$ cat src/common/fractal_params.svh
// fractal pixel source parameters
// fixed-point format, core count, register map and default frame
`ifndef FRACTAL_PARAMS_SVH
`define FRACTAL_PARAMS_SVH

`define FRAC_BITS      24               // signed 8.24
`define DATA_W         32
`define ITER_W         16
`define CORE_COUNT     4
`define REG_COUNT      8
`define AXIL_ADDR_W    8

`define DEF_X_SIZE     640
`define DEF_Y_SIZE     480
`define DEF_X_START    32'shFE000000    // -2.0
`define DEF_Y_START    32'shFE800000    // -1.5
`define DEF_STEP       32'sh0001999A
`define ESCAPE_LIMIT   32'sh04000000    // 4.0

`define REG_MAX_ITER   0
`define REG_CTRL       1
`define RESET_MAX_ITER 100

`endif

$ cat src/common/fractal_pkg.sv
// fractal pixel source types
// coordinates, pixels, configuration and FSM encodings
`include "fractal_params.svh"

package fractal_pkg;

    typedef logic signed [`DATA_W-1:0] fixed_t;

    typedef struct packed {
        fixed_t cx;
        fixed_t cy;
        logic   sof;    // raster 0,0
        logic   eol;    // last column
    } coord_t;

    typedef struct packed {
        logic [7:0] r;
        logic [7:0] g;
        logic [7:0] b;
    } pixel_t;

    typedef struct packed {
        logic [`ITER_W-1:0] max_iter;
        logic               run;
    } cfg_t;

    typedef enum logic [1:0] {AWAIT_RADD, AWAIT_FETCH, AWAIT_READ} rd_state_e;

    typedef enum logic [2:0] {
        AWAIT_WADD_AND_DATA,
        AWAIT_WDATA,
        AWAIT_WADD,
        AWAIT_WRITE,
        AWAIT_RESP
    } wr_state_e;

    typedef enum logic [1:0] {IDLE, FILL, WAIT_CORE, SEND} sched_state_e;

    typedef enum logic [1:0] {RESP_OKAY = 2'b00, RESP_SLVERR = 2'b10} axi_resp_e;

endpackage

$ cat src/design/axi_lite_regs.sv
// AXI-Lite register file
// eight words, word 0 max iterations, word 1 bit 0 run
`timescale 1ns/10ps
`include "fractal_params.svh"

module axi_lite_regs (
    input  logic                    out_stream_aclk,
    input  logic                    axi_resetn,
    input  logic [`AXIL_ADDR_W-1:0] s_axi_lite_araddr_i,
    input  logic                    s_axi_lite_arvalid_i,
    output logic                    s_axi_lite_arready_o,
    input  logic [`AXIL_ADDR_W-1:0] s_axi_lite_awaddr_i,
    input  logic                    s_axi_lite_awvalid_i,
    output logic                    s_axi_lite_awready_o,
    input  logic [31:0]             s_axi_lite_wdata_i,
    input  logic                    s_axi_lite_wvalid_i,
    output logic                    s_axi_lite_wready_o,
    input  logic                    s_axi_lite_bready_i,
    output logic [1:0]              s_axi_lite_bresp_o,
    output logic                    s_axi_lite_bvalid_o,
    output logic [31:0]             s_axi_lite_rdata_o,
    input  logic                    s_axi_lite_rready_i,
    output logic [1:0]              s_axi_lite_rresp_o,
    output logic                    s_axi_lite_rvalid_o,
    output fractal_pkg::cfg_t       cfg_o
);

    localparam int IDX_W = $clog2(`REG_COUNT);

    logic [31:0]           regs [`REG_COUNT];
    logic [IDX_W-1:0]      rd_idx, wr_idx;
    logic                  rd_err, wr_err;
    logic [31:0]           rdata, wdata;
    fractal_pkg::rd_state_e rd_state;
    fractal_pkg::wr_state_e wr_state;

    ////////////////////////////////////////
    // read channel
    ////////////////////////////////////////
    always_ff @(posedge out_stream_aclk) begin
        if (!axi_resetn) begin
            rd_state <= fractal_pkg::AWAIT_RADD;
        end else begin
            case (rd_state)
                fractal_pkg::AWAIT_RADD: begin
                    if (s_axi_lite_arvalid_i) begin
                        rd_idx   <= s_axi_lite_araddr_i[2 +: IDX_W];
                        rd_err   <= |s_axi_lite_araddr_i[`AXIL_ADDR_W-1:2+IDX_W];
                        rd_state <= fractal_pkg::AWAIT_FETCH;
                    end
                end
                fractal_pkg::AWAIT_FETCH: begin
                    rdata    <= rd_err ? 32'd0 : regs[rd_idx];
                    rd_state <= fractal_pkg::AWAIT_READ;
                end
                fractal_pkg::AWAIT_READ: begin
                    if (s_axi_lite_rready_i) rd_state <= fractal_pkg::AWAIT_RADD;
                end
                default: rd_state <= fractal_pkg::AWAIT_RADD;
            endcase
        end
    end

    assign s_axi_lite_arready_o = (rd_state == fractal_pkg::AWAIT_RADD);
    assign s_axi_lite_rvalid_o  = (rd_state == fractal_pkg::AWAIT_READ);
    assign s_axi_lite_rdata_o   = rdata;
    assign s_axi_lite_rresp_o   = rd_err ? fractal_pkg::RESP_SLVERR : fractal_pkg::RESP_OKAY;

    ////////////////////////////////////////
    // write channel, address and data in either order
    ////////////////////////////////////////
    always_ff @(posedge out_stream_aclk) begin
        if (!axi_resetn) begin
            wr_state <= fractal_pkg::AWAIT_WADD_AND_DATA;
            for (int i = 0; i < `REG_COUNT; i++) regs[i] <= 32'd0;
            regs[`REG_MAX_ITER] <= `RESET_MAX_ITER;
        end else begin
            case (wr_state)
                fractal_pkg::AWAIT_WADD_AND_DATA: begin
                    if (s_axi_lite_awvalid_i) begin
                        wr_idx <= s_axi_lite_awaddr_i[2 +: IDX_W];
                        wr_err <= |s_axi_lite_awaddr_i[`AXIL_ADDR_W-1:2+IDX_W];
                    end
                    if (s_axi_lite_wvalid_i) wdata <= s_axi_lite_wdata_i;
                    case ({s_axi_lite_awvalid_i, s_axi_lite_wvalid_i})
                        2'b10:   wr_state <= fractal_pkg::AWAIT_WDATA;
                        2'b01:   wr_state <= fractal_pkg::AWAIT_WADD;
                        2'b11:   wr_state <= fractal_pkg::AWAIT_WRITE;
                        default: wr_state <= fractal_pkg::AWAIT_WADD_AND_DATA;
                    endcase
                end
                fractal_pkg::AWAIT_WDATA: begin  // have address
                    if (s_axi_lite_wvalid_i) begin
                        wdata    <= s_axi_lite_wdata_i;
                        wr_state <= fractal_pkg::AWAIT_WRITE;
                    end
                end
                fractal_pkg::AWAIT_WADD: begin   // have data
                    if (s_axi_lite_awvalid_i) begin
                        wr_idx   <= s_axi_lite_awaddr_i[2 +: IDX_W];
                        wr_err   <= |s_axi_lite_awaddr_i[`AXIL_ADDR_W-1:2+IDX_W];
                        wr_state <= fractal_pkg::AWAIT_WRITE;
                    end
                end
                fractal_pkg::AWAIT_WRITE: begin
                    if (!wr_err) regs[wr_idx] <= wdata;
                    wr_state <= fractal_pkg::AWAIT_RESP;
                end
                fractal_pkg::AWAIT_RESP: begin
                    if (s_axi_lite_bready_i) wr_state <= fractal_pkg::AWAIT_WADD_AND_DATA;
                end
                default: wr_state <= fractal_pkg::AWAIT_WADD_AND_DATA;
            endcase
        end
    end

    assign s_axi_lite_awready_o = (wr_state == fractal_pkg::AWAIT_WADD_AND_DATA) ||
                                  (wr_state == fractal_pkg::AWAIT_WADD);
    assign s_axi_lite_wready_o  = (wr_state == fractal_pkg::AWAIT_WADD_AND_DATA) ||
                                  (wr_state == fractal_pkg::AWAIT_WDATA);
    assign s_axi_lite_bvalid_o  = (wr_state == fractal_pkg::AWAIT_RESP);
    assign s_axi_lite_bresp_o   = wr_err ? fractal_pkg::RESP_SLVERR : fractal_pkg::RESP_OKAY;

    assign cfg_o.max_iter = regs[`REG_MAX_ITER][`ITER_W-1:0];
    assign cfg_o.run      = regs[`REG_CTRL][0];

    // no new write address while a response is pending
    a_no_aw_during_b: assert property (@(posedge out_stream_aclk) disable iff (!axi_resetn)
        !(s_axi_lite_bvalid_o && s_axi_lite_awready_o));

endmodule

$ cat config.mk
export PLATFORM = sky130hd
export DESIGN_NAME = axi_lite_regs
export DESIGN_NICKNAME = d
export VERILOG_FILES = /design/src/common/fractal_pkg.sv /design/src/design/axi_lite_regs.sv
export VERILOG_INCLUDE_DIRS = /design/src /design/src/common
export SDC_FILE = /design/constraint.sdc
export NUM_CORES = 1
export LEC_CHECK = 0
export ABC_AREA = 1
export BUFFER_PORTS_ARGS = -buffer_cell sky130_fd_sc_hd__buf_2
export CORE_MARGIN = 2
export CORE_UTILIZATION = 28
export CTS_CLUSTER_SIZE = 8
export DETAILED_ROUTE_END_ITERATION = 16
export GPL_TIMING_DRIVEN = 0
export REMOVE_ABC_BUFFERS = 1
export SLEW_MARGIN = 20
export SYNTH_ARGS = -nofsm -noshare
export SYNTH_HDL_FRONTEND = slang
export SYNTH_SLANG_ARGS = --single-unit
$ cat constraint.sdc
create_clock -name out_stream_aclk -period 7.7 [get_ports out_stream_aclk]
set_clock_uncertainty 0.2 [all_clocks]
set_input_delay 0.385 -clock out_stream_aclk [delete_from_list [all_inputs] [get_ports out_stream_aclk]]
set_output_delay 0.385 -clock out_stream_aclk [all_outputs]
set_load 0.01 [all_outputs]
== Word level (Yosys, flattened, before mapping) ==
Memories as Yosys holds them, arrays and structs flattened. A register that Yosys moved wholly into a read port is not among the register bits.
Index checks and enable logic that the tools add are counted.
Word-level totals
  word-level logic and storage cells: 57
  output and inout port bits: 58
  memories kept: 1
  memory bits (writable): 256
  register bits after elaboration: 45
  bits of input ports: 55
Cells by class
  multiplexer cells: 19
  reductions and logical operators: 15
  eq/ne operators: 14
  bitwise logic cells: 1
Memories
  regs: words 8, width 32, rd ports 3, clocked after Yosys merged registers in 1, wr ports 8, RTL line axi_lite_regs.sv:30  | logic [31:0] regs [`REG_COUNT];
Operators by type and width (count)
  32-bit 2-to-1 mux: 2
  32-bit OR reduction: 1
  3-bit one-hot mux with 5 select lines: 1
  3-bit 2-to-1 mux: 4
  2-bit one-hot mux with 3 select lines: 2
  3-bit AND reduction: 4
  2-bit != test, second input constant: 5
  2-bit 2-to-1 mux: 4
  2-bit == test, second input constant: 3
  3-bit by 2-bit == test with 1-bit output, second input constant: 2
  1-bit 2-to-1 mux: 6
  3-bit OR reduction: 2
  2-bit by 1-bit == test with 1-bit output, second input constant: 2
  2-bit AND reduction: 2
  2-bit OR reduction: 2
  3-bit by 1-bit == test with 1-bit output, second input constant: 1
  3-bit == test, second input constant: 1
  3-bit logical NOT: 1
  2-bit logical NOT: 1
  1-bit logical OR: 2
  1-bit OR: 1

== Logic depth before layout (Yosys ltp) ==
Gate-level depths: netlist of the first run.
  depth in word-level cells: 6
  mapped depth: 9
  depth with buffers taken out: 7

== Worst setup path after synthesis of the first run ==
OpenSTA, ideal clock, no wires.
  path type: in2reg
  from: input axi_resetn
  to: register wdata[0], enable pin
  slack: 3462 ps
  buffers on the path: 0
  stages on the path: 2
  required time: 6998 ps
  data arrival time: 3536 ps
  library setup time: 502 ps
  cell sequence: inv_1 > nor4_1
On the way
  cells in the longest elaborated chain, start to end: 1
Ends and longest elaborated chain
  start, declared: RTL line axi_lite_regs.sv:8  | input logic axi_resetn,
  3-bit AND reduction (no source line)
  end signal, assigned: RTL line axi_lite_regs.sv:84  | if (s_axi_lite_wvalid_i) wdata <= s_axi_lite_wdata_i;
  end signal, assigned: RTL line axi_lite_regs.sv:94  | wdata <= s_axi_lite_wdata_i;
  end, declared: RTL line axi_lite_regs.sv:33  | logic [31:0] rdata, wdata;
Every way passes these cells.
A chain may end at the register's enable or synchronous reset.

==> flow_summary.rst, run 1 <==
.. list-table::
   :header-rows: 1

   * - Metric
     - Value
   * - Top-level port count
     - 113
   * - Total core area
     - 53600 sq um
   * - Largest family of logic cells by synthesized area
     - simple AND/OR/NAND/NOR gates
   * - Clock edge transition at the registers on the reported setup and hold paths
     - 0.05 ns
   * - Leakage power
     - 0.00798 uW
   * - End of the worst register-to-register path
     - regs[3][28]$_SDFFCE_PN0P_
   * - Synthesized instance count
     - 1561
   * - Worst setup slack for register-to-register paths
     - 4.02 ns
   * - Horizontal extent of the die
     - 236 um
   * - Number of vias in the routed layout
     - 10700
   * - R2r startpoint
     - wr_state[0]$_SDFFE_PN0P_
   * - Drt initial violations
     - 909
   * - Post-Route Hold Slack
     - 0.0231 ns
   * - Internal power of the cells
     - 3340 uW
   * - Time the worst path needs with I/O delays and setup
     - 3.68 ns
   * - Fraction of the mapped netlist area in adder cells
     - 0%
   * - Number of max-cap violations
     - 0
   * - Category of the critical setup timing path
     - flip-flop to flip-flop
   * - Depth of the worst register-to-register path
     - 5
   * - Clock latency at the later pin of the worst-skew pair
     - 0.56 ns
   * - Vias per cell
     - 4.43
   * - Final count of negative-setup-slack endpoints
     - 0
   * - Post-DRT Antenna Nets
     - 0
   * - Total number of yosys warnings
     - 0
   * - Area of the multi-input gates
     - 3700 sq um
   * - Net switching share of the total power
     - 23.6%
   * - Unrepaired setup endpoints after global routing
     - false
   * - Max Fanout on Critical Path
     - 33
   * - DRC violation count after routing
     - 0
   * - Die footprint
     - 55900 sq um
   * - Slowest CP cell
     - nand2_2
   * - Start point of the worst min-delay path
     - s_axi_lite_wvalid_i
   * - Average cell area after synthesis
     - 9.69 sq um
   * - End point of the worst hold path
     - wr_state[1]$_SDFFE_PN0P_
   * - Slew margin rel.
     - 42.0%
   * - Peak Freq
     - 272 MHz
   * - Leftover overflow at the end of global routing
     - 0
   * - Max VDD drop
     - 0.149 mV
   * - Share of post-route cells with drive strength above 1
     - 12.3%
   * - Routed len/inst
     - 16.3 um
   * - Total number of nets in the final design
     - 1751
   * - Count of different cell masters after synthesis
     - 22
   * - Fraction of synthesized cell area in xor and xnor cells
     - 0%
   * - Diode count
     - 0
   * - Slew Limit Fails
     - 0
   * - Clk network pwr share
     - 42.6%
   * - Worst Hold Class
     - input port to flip-flop
   * - Num CTS Buffers
     - 47
   * - Final hold violations
     - 0
   * - Worst slack after detailed placement
     - 3.62 ns
   * - Site row count
     - 85
   * - Aggregate routed wire length
     - 39.4 mm
   * - CP max stage delay
     - 0.83 ns
   * - Result of the run
     - complete, no violations
   * - TritonCTS clock tree
     - built
   * - Number of flip-flops and latches in the synthesized netlist
     - 333
   * - H-Tree Level Count
     - 2
   * - Synth Area in Compound Gates
     - 0.132%
   * - Total of cells resized after clock tree synthesis
     - 0
   * - Power density over the cells
     - 239 nW/um^2
   * - Critical path data arrival time
     - 3.71 ns
   * - Setup WS post-layout
     - 4.02 ns
   * - Antenna violations before repair
     - 1
   * - Setup Buffers After CTS
     - 0
   * - Crit. End Element
     - flip-flop
   * - First-pass iteration count of the detailed router
     - 5
   * - Share of synthesized area occupied by flip-flops and latches
     - 65.8%
   * - Global-route wire length before repair
     - 60.7 mm
   * - Power share of the combinational group
     - 8.7%
   * - Starting utilization of the core area
     - 28.2%
   * - Register area
     - 9950 sq um
   * - Synthesized area
     - 15100 sq um
   * - Final design utilization
     - 34.1%
   * - Commonest cells after routing, fill and taps aside
     - 393 x nand2_1, 330 x nor2_1, 328 x edfxtp_1, 237 x inv_1, 135 x nand3_1
   * - Maximum number of pins on one net before global-route repair
     - 81
   * - Die H
     - 236 um
   * - Sequential fraction of design power
     - 48.7%
   * - Final critical-path share of the clock period
     - 47.8%
   * - Synthesized-area fraction occupied by and/or/nand/nor cells
     - 23.9%
   * - Placed cell areas
     - 16500 sq um
   * - Relative area change from synthesis to final layout
     - 21.0%
   * - Required @ worst endpoint
     - 7.73 ns
   * - Type of element launching the critical path
     - flip-flop
   * - Final weighted congestion in routability-driven placement
     - 0.719
   * - Fillers
     - 5384
   * - Most common library cell in the layout ignoring fill and taps
     - nand2_1
   * - Number of buffers added on ports
     - 106
   * - CTS sink count
     - 333
   * - Area of all placed cells without fillers
     - 18300 sq um
   * - Cells traversed along the worst timing path
     - nand3_1 > nor3_4 > nand3_4 > nand2_2 > buf_16
   * - Detailed placement HPWL
     - 23.0 mm
   * - Depth of the worst hold-timing path
     - 5
   * - Root Buffer Master
     - clkbuf_16
   * - Overall Global Routing Usage
     - 14.0%
   * - Number of global-route vias before repair
     - 10600
   * - Tightest Pin Transition
     - 0.867 ns
   * - Buffer depth of the longest clock path
     - 3
   * - Proportion of synthesized area in mux cells
     - 0%
   * - Switching power of the nets
     - 1030 uW
-- worst max-delay path by stage --
| stage | end | startpoint | cells past startpoint | slack [ns] |
|---|---|---|---|---|
| floorplan | s_axi_lite_rdata_o[0]$_SDFFCE_PP0P_ | rd_idx[0]$_DFFE_PP_ | 7 | 2.17 |
| global placement | s_axi_lite_rdata_o[24]$_SDFFCE_PP0P_ | rd_idx[0]$_DFFE_PP_ | 6 | -3.02 |
| detailed placement | regs[3][3]$_SDFFCE_PN0P_ | axi_resetn | 6 | 3.62 |
| CTS | regs[3][28]$_SDFFCE_PN0P_ | wr_state[0]$_SDFFE_PN0P_ | 5 | 4.01 |
| global route | regs[3][28]$_SDFFCE_PN0P_ | wr_state[0]$_SDFFE_PN0P_ | 5 | 3.84 |
| finish | regs[3][28]$_SDFFCE_PN0P_ | wr_state[0]$_SDFFE_PN0P_ | 5 | 4.02 |
-- timing repair --
item / CTS / global route
hold endpoints to repair: 43 / 0
setup endpoints to repair: 0 / 0
hold buffers: 45 / 0
-- state kept, by name, indices dropped and copies added (netlist names) --
signal and cells:
regs 256, wr_state 3, rd_state 2, rd_err 1, rd_idx 3, wr_err 1, wr_idx 3, wdata 32
s_axi_lite_rdata_o 32
-- layer usage --
| layer | share of wire [%] | wire length, um | vias up | global-route usage (%) |
|---|---|---|---|---|
| met4 | 2.0 | 782 | 0 | 3.84 |
| met3 | 7.1 | 2790 | 65 | 2.42 |
| met2 | 47 | 18500 | 393 | 23.2 |
| met5 | 0 | 0 | - | 0 |
| li1 | - | - | 5146 | - |
| met1 | 44 | 17300 | 5082 | 18.9 |
-- cell usage after synthesis --
master / n / area (sq um)
nor4_1: 1 / 6.26
nor3_1: 1 / 5.00
buf_4: 21 / 158
nand3_1: 136 / 681
nor2_1: 331 / 1240
buf_6: 22 / 248
nand3_4: 7 / 123
and3_1: 2 / 12.5
edfxtp_1: 328 / 9850
or3_1: 2 / 12.5
o21ai_0: 2 / 10.0
buf_2: 16 / 80.1
nand2_1: 401 / 1510
dfxtp_1: 5 / 100
inv_1: 239 / 897
conb_1: 1 / 3.75
clkbuf_1: 23 / 86.3
buf_1: 16 / 60.1
a21oi_1: 2 / 10.0
nand4_1: 3 / 18.8
nor3_2: 1 / 10.0
inv_2: 1 / 3.75
-- power groups by stage --
| stage | clock (uW) | combinational [uW] | sequential, uW |
|---|---|---|---|
| floorplan | 0 | 202 | 2160 |
| global placement | 0 | 313 | 2180 |
| detailed placement | 0 | 365 | 2160 |
| CTS | 1890 | 385 | 2130 |
| global route | 1960 | 428 | 2130 |
| finish | 1860 | 382 | 2130 |
-- cell type report --
cell class                 count  area share [%]
inverter                     240            4.97
sequential                   333            54.4
clock inverter                 2           0.137
tap                          696            4.76
clock buffer                  66            6.99
multi-input combinational    891            20.2
timing repair buffer         183            8.52
-- critical path, delay by kind of cell (launching register included) --
kind,cells,cell delay [ns]
buffers and inverters,1,0.25
DFF,1,0.45
and+or+nand+nor,4,2.46
-- cell families after synthesis --
logic type      count (synthesis)
flops                         333
other cells                     1
simple gates                  885
compound gates                  4
buf+inv                       338
-- through the flow --
stage          total power [uW]  setup TNS, ns  instances
4_1_cts                    4400              0       2411
2_1_floorplan              2360              0       1464
3_5_place_dp               2530              0       2298
5_1_grt                    4530              0       2411
6_report                   4370              0       2411
3_3_place_gp               2490         -90.46       2266
(Power assumes the default switching activity.)
==> inputs of run 2 (changes only) <==
clock period = 3.2 ns   (was 7.7 ns; I/O delays follow)
==> run 2 against run 1 <==
  * Clock-buffer cell count stayed put
  * Wire length grew 1.6%
  * Cell count increased by 0.37%
  * Worst setup slack worse by 3.8 ns
  * Largest power group unchanged
  * Sequential power grew 140%
  * Final area is 0.62% higher
  * Non-clock buffer count grew 8
  * Flip-flop and latch count unchanged
  * Via count rose by 1.0%
==> flow_summary.rst, run 2 (synthesized netlist as in run 1, its figures left out) <==
.. list-table::
   :header-rows: 1

   * - Metric
     - Value
   * - Result of the run
     - complete, no violations
   * - Post-DRT Antenna Nets
     - 0 (unchanged)
   * - Type of element launching the critical path
     - flip-flop
   * - Final standard cell count with taps included and fillers excluded
     - 2420 (+0.37%)
   * - Aggregate routed wire length
     - 40.0 mm (+1.6%)
   * - Worst slack after detailed placement
     - -0.654 ns (-4.27 ns)
   * - Num CTS Buffers
     - 47 (unchanged)
   * - Time the worst path needs with I/O delays and setup
     - 3.03 ns (-0.651 ns)
   * - Slew margin rel.
     - 46.1% (+4.1 points)
   * - Placed cell count
     - 2298 (unchanged)
   * - Total chip power
     - 10600 uW (+140%)
   * - Critical path data arrival time
     - 2.99 ns (-0.72 ns)
   * - Most common library cell in the layout ignoring fill and taps
     - nand2_1
   * - Routed len/inst
     - 16.5 um (+1.3%)
   * - Clock latency at the later pin of the worst-skew pair
     - 0.55 ns (about the same)
   * - Site row count
     - 85 (unchanged)
   * - Final critical-path share of the clock period
     - 94.6% (+47 points)
   * - Horizontal extent of the die
     - 236 um (unchanged)
   * - Number of max-cap violations
     - 0 (unchanged)
   * - Number of global-route vias before repair
     - 10700 (+0.67%)
   * - Final design utilization
     - 34.3% (+0.21 points)
   * - Unrepaired setup endpoints after global routing
     - false
   * - Vias per cell
     - 4.46 (+0.64%)
   * - Relative area change from synthesis to final layout
     - 21.7%
   * - Final count of negative-setup-slack endpoints
     - 0 (unchanged)
   * - Leftover overflow at the end of global routing
     - 0 (unchanged)
   * - Post-Route Hold Slack
     - 0.108 ns (+0.0849 ns)
   * - Top reg by flops
     - regs
   * - Total number of nets in the final design
     - 1760 (+0.51%)
   * - Buffer depth of the longest clock path
     - 3 (unchanged)
   * - Overall Global Routing Usage
     - 14.2% (+0.23 points)
   * - Max VDD drop
     - 0.360 mV (+140%)
   * - Final hold violations
     - 0 (unchanged)
   * - DRC violation count after routing
     - 0 (unchanged)
   * - Max Fanout on Critical Path
     - 33 (unchanged)
   * - CTS sink count
     - 333 (unchanged)
   * - Drt initial violations
     - 847 (-6.8%)
   * - Power density over the cells
     - 575 nW/um^2 (+140%)
   * - TritonCTS clock tree
     - built
   * - Number of flip-flops in the largest register
     - 256 (unchanged)
   * - Crit. End Element
     - flip-flop
   * - Number of buffers added on ports
     - 106 (unchanged)
   * - Global-route wire length before repair
     - 61.5 mm (+1.3%)
   * - Leakage power
     - 0.00802 uW (+0.59%)
   * - Category of the critical setup timing path
     - flip-flop to flip-flop
   * - Die H
     - 236 um (unchanged)
   * - First-pass iteration count of the detailed router
     - 7 (+2)
   * - Slew Limit Fails
     - 0 (unchanged)
   * - Detailed placement HPWL
     - 23.0 mm (unchanged)
   * - Root Buffer Master
     - clkbuf_16
   * - H-Tree Level Count
     - 2 (unchanged)
   * - Tightest Pin Transition
     - 0.806 ns (-0.0613 ns)
   * - Maximum number of pins on one net before global-route repair
     - 81 (unchanged)
   * - Required @ worst endpoint
     - 3.16 ns (-4.57 ns)
   * - Die footprint
     - 55900 sq um (unchanged)
   * - Share of post-route cells with drive strength above 1
     - 12.4% (+0.11 points)
   * - Setup WS post-layout
     - 0.174 ns (-3.85 ns)
   * - Worst Hold Class
     - input port to flip-flop
   * - Antenna violations before repair
     - 1 (unchanged)
   * - Final weighted congestion in routability-driven placement
     - 0.719 (unchanged)
   * - Top-level port count
     - 113 (unchanged)
   * - Total core area
     - 53600 sq um (unchanged)
   * - Commonest cells after routing, fill and taps aside
     - 393 x nand2_1, 330 x nor2_1, 328 x edfxtp_1, 237 x inv_1, 135 x nand3_1
   * - Peak Freq
     - 330 MHz (+22%)
   * - Clock edge transition at the registers on the reported setup and hold paths
     - 0.05 ns (about the same)
   * - Number of vias in the routed layout
     - 10800 (+1.0%)
   * - Starting utilization of the core area
     - 28.2% (unchanged)
   * - Diode count
     - 0 (unchanged)
-- run 2: report_power, final --
part | internal (uW) | leakage (uW) | total (uW) | switching (uW)
Sequential | 5020 | 0.00334 | 5120 | 103
Combinational | 333 | 0.00405 | 969 | 636
Clock | 2730 | 0.000630 | 4490 | 1760
Total | 8080 | 0.00802 | 10600 | 2500
-- run 2: layout make-up --
type / instances / area (sq um)
Timing Repair Buffer: 191 / 1650
Tap cell: 696 / 871
Fill cell: 5369 / 35200
Sequential cell: 333 / 9950
Multi-Input combinational cell: 892 / 3730
Clock buffer: 66 / 1280
Inverter: 240 / 908
Clock inverter: 2 / 25.0
-- run 2: path summary, 6_finish.rpt --
kind                                  from  slack (ns)                   endpoint  cells past startpoint
hold reg to reg   rd_state[0]$_SDFFE_PN0P_        0.37   rd_state[1]$_SDFFE_PN0P_                      3
setup / recovery       wr_idx[0]$_DFFE_PP_        0.17  regs[2][29]$_SDFFCE_PN0P_                      3
hold / removal                  axi_resetn        0.11   wr_state[2]$_SDFFE_PN0P_                      3
setup reg to reg       wr_idx[0]$_DFFE_PP_        0.17  regs[2][29]$_SDFFCE_PN0P_                      3
-- run 2: per-layer routing --
layer	vias to the layer above	share of wire, %	GRT usage [%]
li1	5173	-	-
met1	5163	43	19.0
met2	391	48	23.8
met3	67	7.1	2.46
met4	0	1.9	3.91
met5	-	0	0
-- run 2: timing repair --
| item | in CTS | in global routing |
|---|---|---|
| setup endpoints to repair | 245 | 19 |
| gates cloned | 1 | 0 |
| hold buffers | 51 | 0 |
| hold endpoints to repair | 57 | 0 |
| resized for setup | 2 | 1 |
| setup buffers | 2 | 0 |
| pin swaps | 3 | 0 |
-- run 2: through the flow --
stage / setup TNS, ns / area (sq um)
global placement: -849.92 / 15900
finish: 0 / 18400
detailed placement: -105.58 / 16500
global route: 0 / 18400
floorplan: -144.55 / 14500
CTS: 0 / 18400
-- run 2: worst max-delay path: stages (launching register included) --
cell and delay [ns]:
edfxtp_1 0.62, inv_1 0.42, nand3_4 0.60, nand2_4 0.76
==> inputs of run 3 (changes only) <==
CELL_PAD_IN_SITES_DETAIL_PLACEMENT = 0   (was not set)
CELL_PAD_IN_SITES_GLOBAL_PLACEMENT = 1   (was not set)
PLACE_DENSITY_LB_ADDON = 0.1   (was not set)
==> run 3 against run 2 <==
  * Die area is the same
  * Utilization is 0.12 points lower
  * Register-to-register slack lost 0.08 ns
  * Final area down 0.36%
  * Worst setup slack worse by 0.080 ns
  * Cell count is 0.37% lower
  * Non-clock buffer count decreased by 3
  * Wire length rose by 12%
  * Clock-buffer cell count decreased by 5
  * Critical endpoint is now regs[2][22]$_SDFFCE_PN0P_
==> flow_summary.rst, run 3 (synthesized netlist as in run 1, its figures left out) <==
.. list-table::
   :header-rows: 1

   * - Metric
     - Value
   * - Max VDD drop
     - 0.314 mV (-13%)
   * - Number of vias in the routed layout
     - 10400 (-3.5%)
   * - CP max stage delay
     - 0.67 ns (-0.09 ns)
   * - Drt initial violations
     - 623 (-26%)
   * - Placed cell count
     - 2296 (-0.087%)
   * - Total chip power
     - 10600 uW (+0.60%)
   * - Unrepaired setup endpoints after global routing
     - false
   * - Final critical-path share of the clock period
     - 97.1% (+2.5 points)
   * - Max Fanout on Critical Path
     - 33 (unchanged)
   * - CTS sink count
     - 333 (unchanged)
   * - Starting utilization of the core area
     - 28.2% (unchanged)
   * - Placed cell areas
     - 16400 sq um (-0.54%)
   * - H-Tree Level Count
     - 2 (unchanged)
   * - Number of max-cap violations
     - 0 (unchanged)
   * - Tightest Pin Transition
     - 1.03 ns (+0.223 ns)
   * - Register area
     - 9950 sq um (unchanged)
   * - Num CTS Buffers
     - 47 (unchanged)
   * - Antenna violations before repair
     - 1 (unchanged)
   * - Relative area change from synthesis to final layout
     - 21.3%
   * - Leakage power
     - 0.00797 uW (-0.63%)
   * - DRC violation count after routing
     - 0 (unchanged)
   * - Global-route wire length before repair
     - 65.7 mm (+6.9%)
   * - Required @ worst endpoint
     - 3.19 ns (+0.03 ns)
   * - Clock edge transition at the registers on the reported setup and hold paths
     - 0.05 ns (about the same)
   * - Number of buffers added on ports
     - 106 (unchanged)
   * - Root Buffer Master
     - clkbuf_16
   * - Category of the critical setup timing path
     - flip-flop to flip-flop
   * - Area of the multi-input gates
     - 3830 sq um (+2.7%)
   * - TritonCTS clock tree
     - built
   * - Diode count
     - 0 (unchanged)
   * - Number of flip-flops in the largest register
     - 256 (unchanged)
   * - Final hold violations
     - 0 (unchanged)
   * - Top-level port count
     - 113 (unchanged)
   * - Commonest cells after routing, fill and taps aside
     - 393 x nand2_1, 330 x nor2_1, 328 x edfxtp_1, 237 x inv_1, 135 x nand3_1
   * - Buffer depth of the longest clock path
     - 3 (unchanged)
   * - Total number of nets in the final design
     - 1758 (-0.11%)
   * - Maximum number of pins on one net before global-route repair
     - 76 (-6.2%)
   * - Number of buffers and inverters on the critical path
     - 1 (unchanged)
   * - Final weighted congestion in routability-driven placement
     - 0.687 (-4.4%)
   * - Family of cells with the greatest summed delay on the critical path
     - simple AND/OR/NAND/NOR gates
   * - Slew margin rel.
     - 31.2% (-15 points)
   * - Horizontal extent of the die
     - 236 um (unchanged)
   * - Slew Limit Fails
     - 0 (unchanged)
   * - Die footprint
     - 55900 sq um (unchanged)
   * - Die H
     - 236 um (unchanged)
   * - Crit. End Element
     - flip-flop
   * - Cells traversed along the worst timing path
     - inv_1 > nand3_4 > nand2_8
   * - Slowest CP cell
     - nand3_4
   * - Aggregate routed wire length
     - 44.9 mm (+12%)
   * - Overall Global Routing Usage
     - 16.0% (+1.8 points)
   * - Setup_tns
     - 0 ns (unchanged)
   * - Final standard cell count with taps included and fillers excluded
     - 2411 (-0.37%)
   * - Worst Hold Class
     - input port to flip-flop
   * - Top reg by flops
     - regs
   * - Time the worst path needs with I/O delays and setup
     - 3.11 ns (+0.0798 ns)
   * - Number of global-route vias before repair
     - 10300 (-4.1%)
   * - Share of post-route cells with drive strength above 1
     - 12.3% (-0.11 points)
   * - Most common library cell in the layout ignoring fill and taps
     - nand2_1
   * - Fillers
     - 5471 (+1.9%)
   * - Leftover overflow at the end of global routing
     - 0 (unchanged)
   * - Site row count
     - 85 (unchanged)
   * - Area of all placed cells without fillers
     - 18300 sq um (-0.36%)
   * - Routed len/inst
     - 18.6 um (+13%)
   * - Type of element launching the critical path
     - flip-flop
   * - Peak Freq
     - 322 MHz (-2.6%)
   * - First-pass iteration count of the detailed router
     - 5 (-2)
   * - Final design utilization
     - 34.2% (-0.12 points)
   * - Vias per cell
     - 4.32 (-3.2%)
   * - Power density over the cells
     - 580 nW/um^2 (+0.97%)
   * - Total core area
     - 53600 sq um (unchanged)
   * - Clock latency at the later pin of the worst-skew pair
     - 0.57 ns (+0.02 ns)
   * - Final count of negative-setup-slack endpoints
     - 0 (unchanged)
   * - Post-DRT Antenna Nets
     - 0 (unchanged)
   * - Result of the run
     - complete, no violations
   * - Detailed placement HPWL
     - 22.9 mm (-0.61%)
   * - Critical path data arrival time
     - 3.10 ns (+0.11 ns)
[run 3: changes by cell type in the layout (fill, tap and decap cells not counted), sizes merged]
cell         delta
clkinv          -1
inv             -1
dlygate4sd3     -1
buf             -2
nand3           +1
clkbuf          -5
[run 3: repair_timing]
action	CTS	global route
setup endpoints to repair	256	32
gates resized for setup	8	0
hold buffers	50	0
gates cloned	1	1
buffers inserted	2	0
pin swaps	5	2
endpoints found under the hold margin	63	0
[run 3: worst reg2reg max path, stage by stage, from the launching register on]
cell      delay, ns
edfxtp_1       0.64
inv_1          0.55
nand3_4        0.67
nand2_8        0.64
[run 3: metal layers]
layer  track usage [%]  up-vias  share of wire [%]
li1                  -     5166                  -
met1              22.1     4982                 48
met2              26.1      205                 46
met3              3.03       59                4.1
met4              3.72        2                1.6
met5                 0        -              0.027
[run 3: layout make-up]
| class | instances | area share, % |
|---|---|---|
| timing repair buffer | 188 | 8.23 |
| clock buffer | 61 | 6.93 |
| multi-input combinational | 893 | 20.9 |
| tap | 696 | 4.75 |
| inverter | 240 | 4.97 |
| sequential | 333 | 54.3 |
[run 3: per-stage QoR]
stage	hold slack [ns]	setup WS [ns]
after floorplan	0.0589	-2.33
after global placement	0.139	-9.18
after detailed placement	0.138	-0.795
after CTS	0.0497	0.0616
after global routing	0.0703	0.00216
final	0.0860	0.0942
[run 3: path summary, 6_finish.rpt]
path / startpoint / to / slack, ns / depth (start not counted)
min reg2reg: rd_state[0]$_SDFFE_PN0P_ / rd_state[1]$_SDFFE_PN0P_ / 0.36 / 3
min: axi_resetn / rd_state[0]$_SDFFE_PN0P_ / 0.09 / 2
max reg2reg: wr_idx[0]$_DFFE_PP_ / regs[2][22]$_SDFFCE_PN0P_ / 0.09 / 3
max: wr_idx[0]$_DFFE_PP_ / regs[2][22]$_SDFFCE_PN0P_ / 0.09 / 3
[run 3: where the power goes]
part / switching, uW / total (uW) / internal (uW)
registers: 91.8 / 5110 / 5020
clock network: 1840 / 4550 / 2710
logic: 662 / 984 / 321
total: 2590 / 10600 / 8050
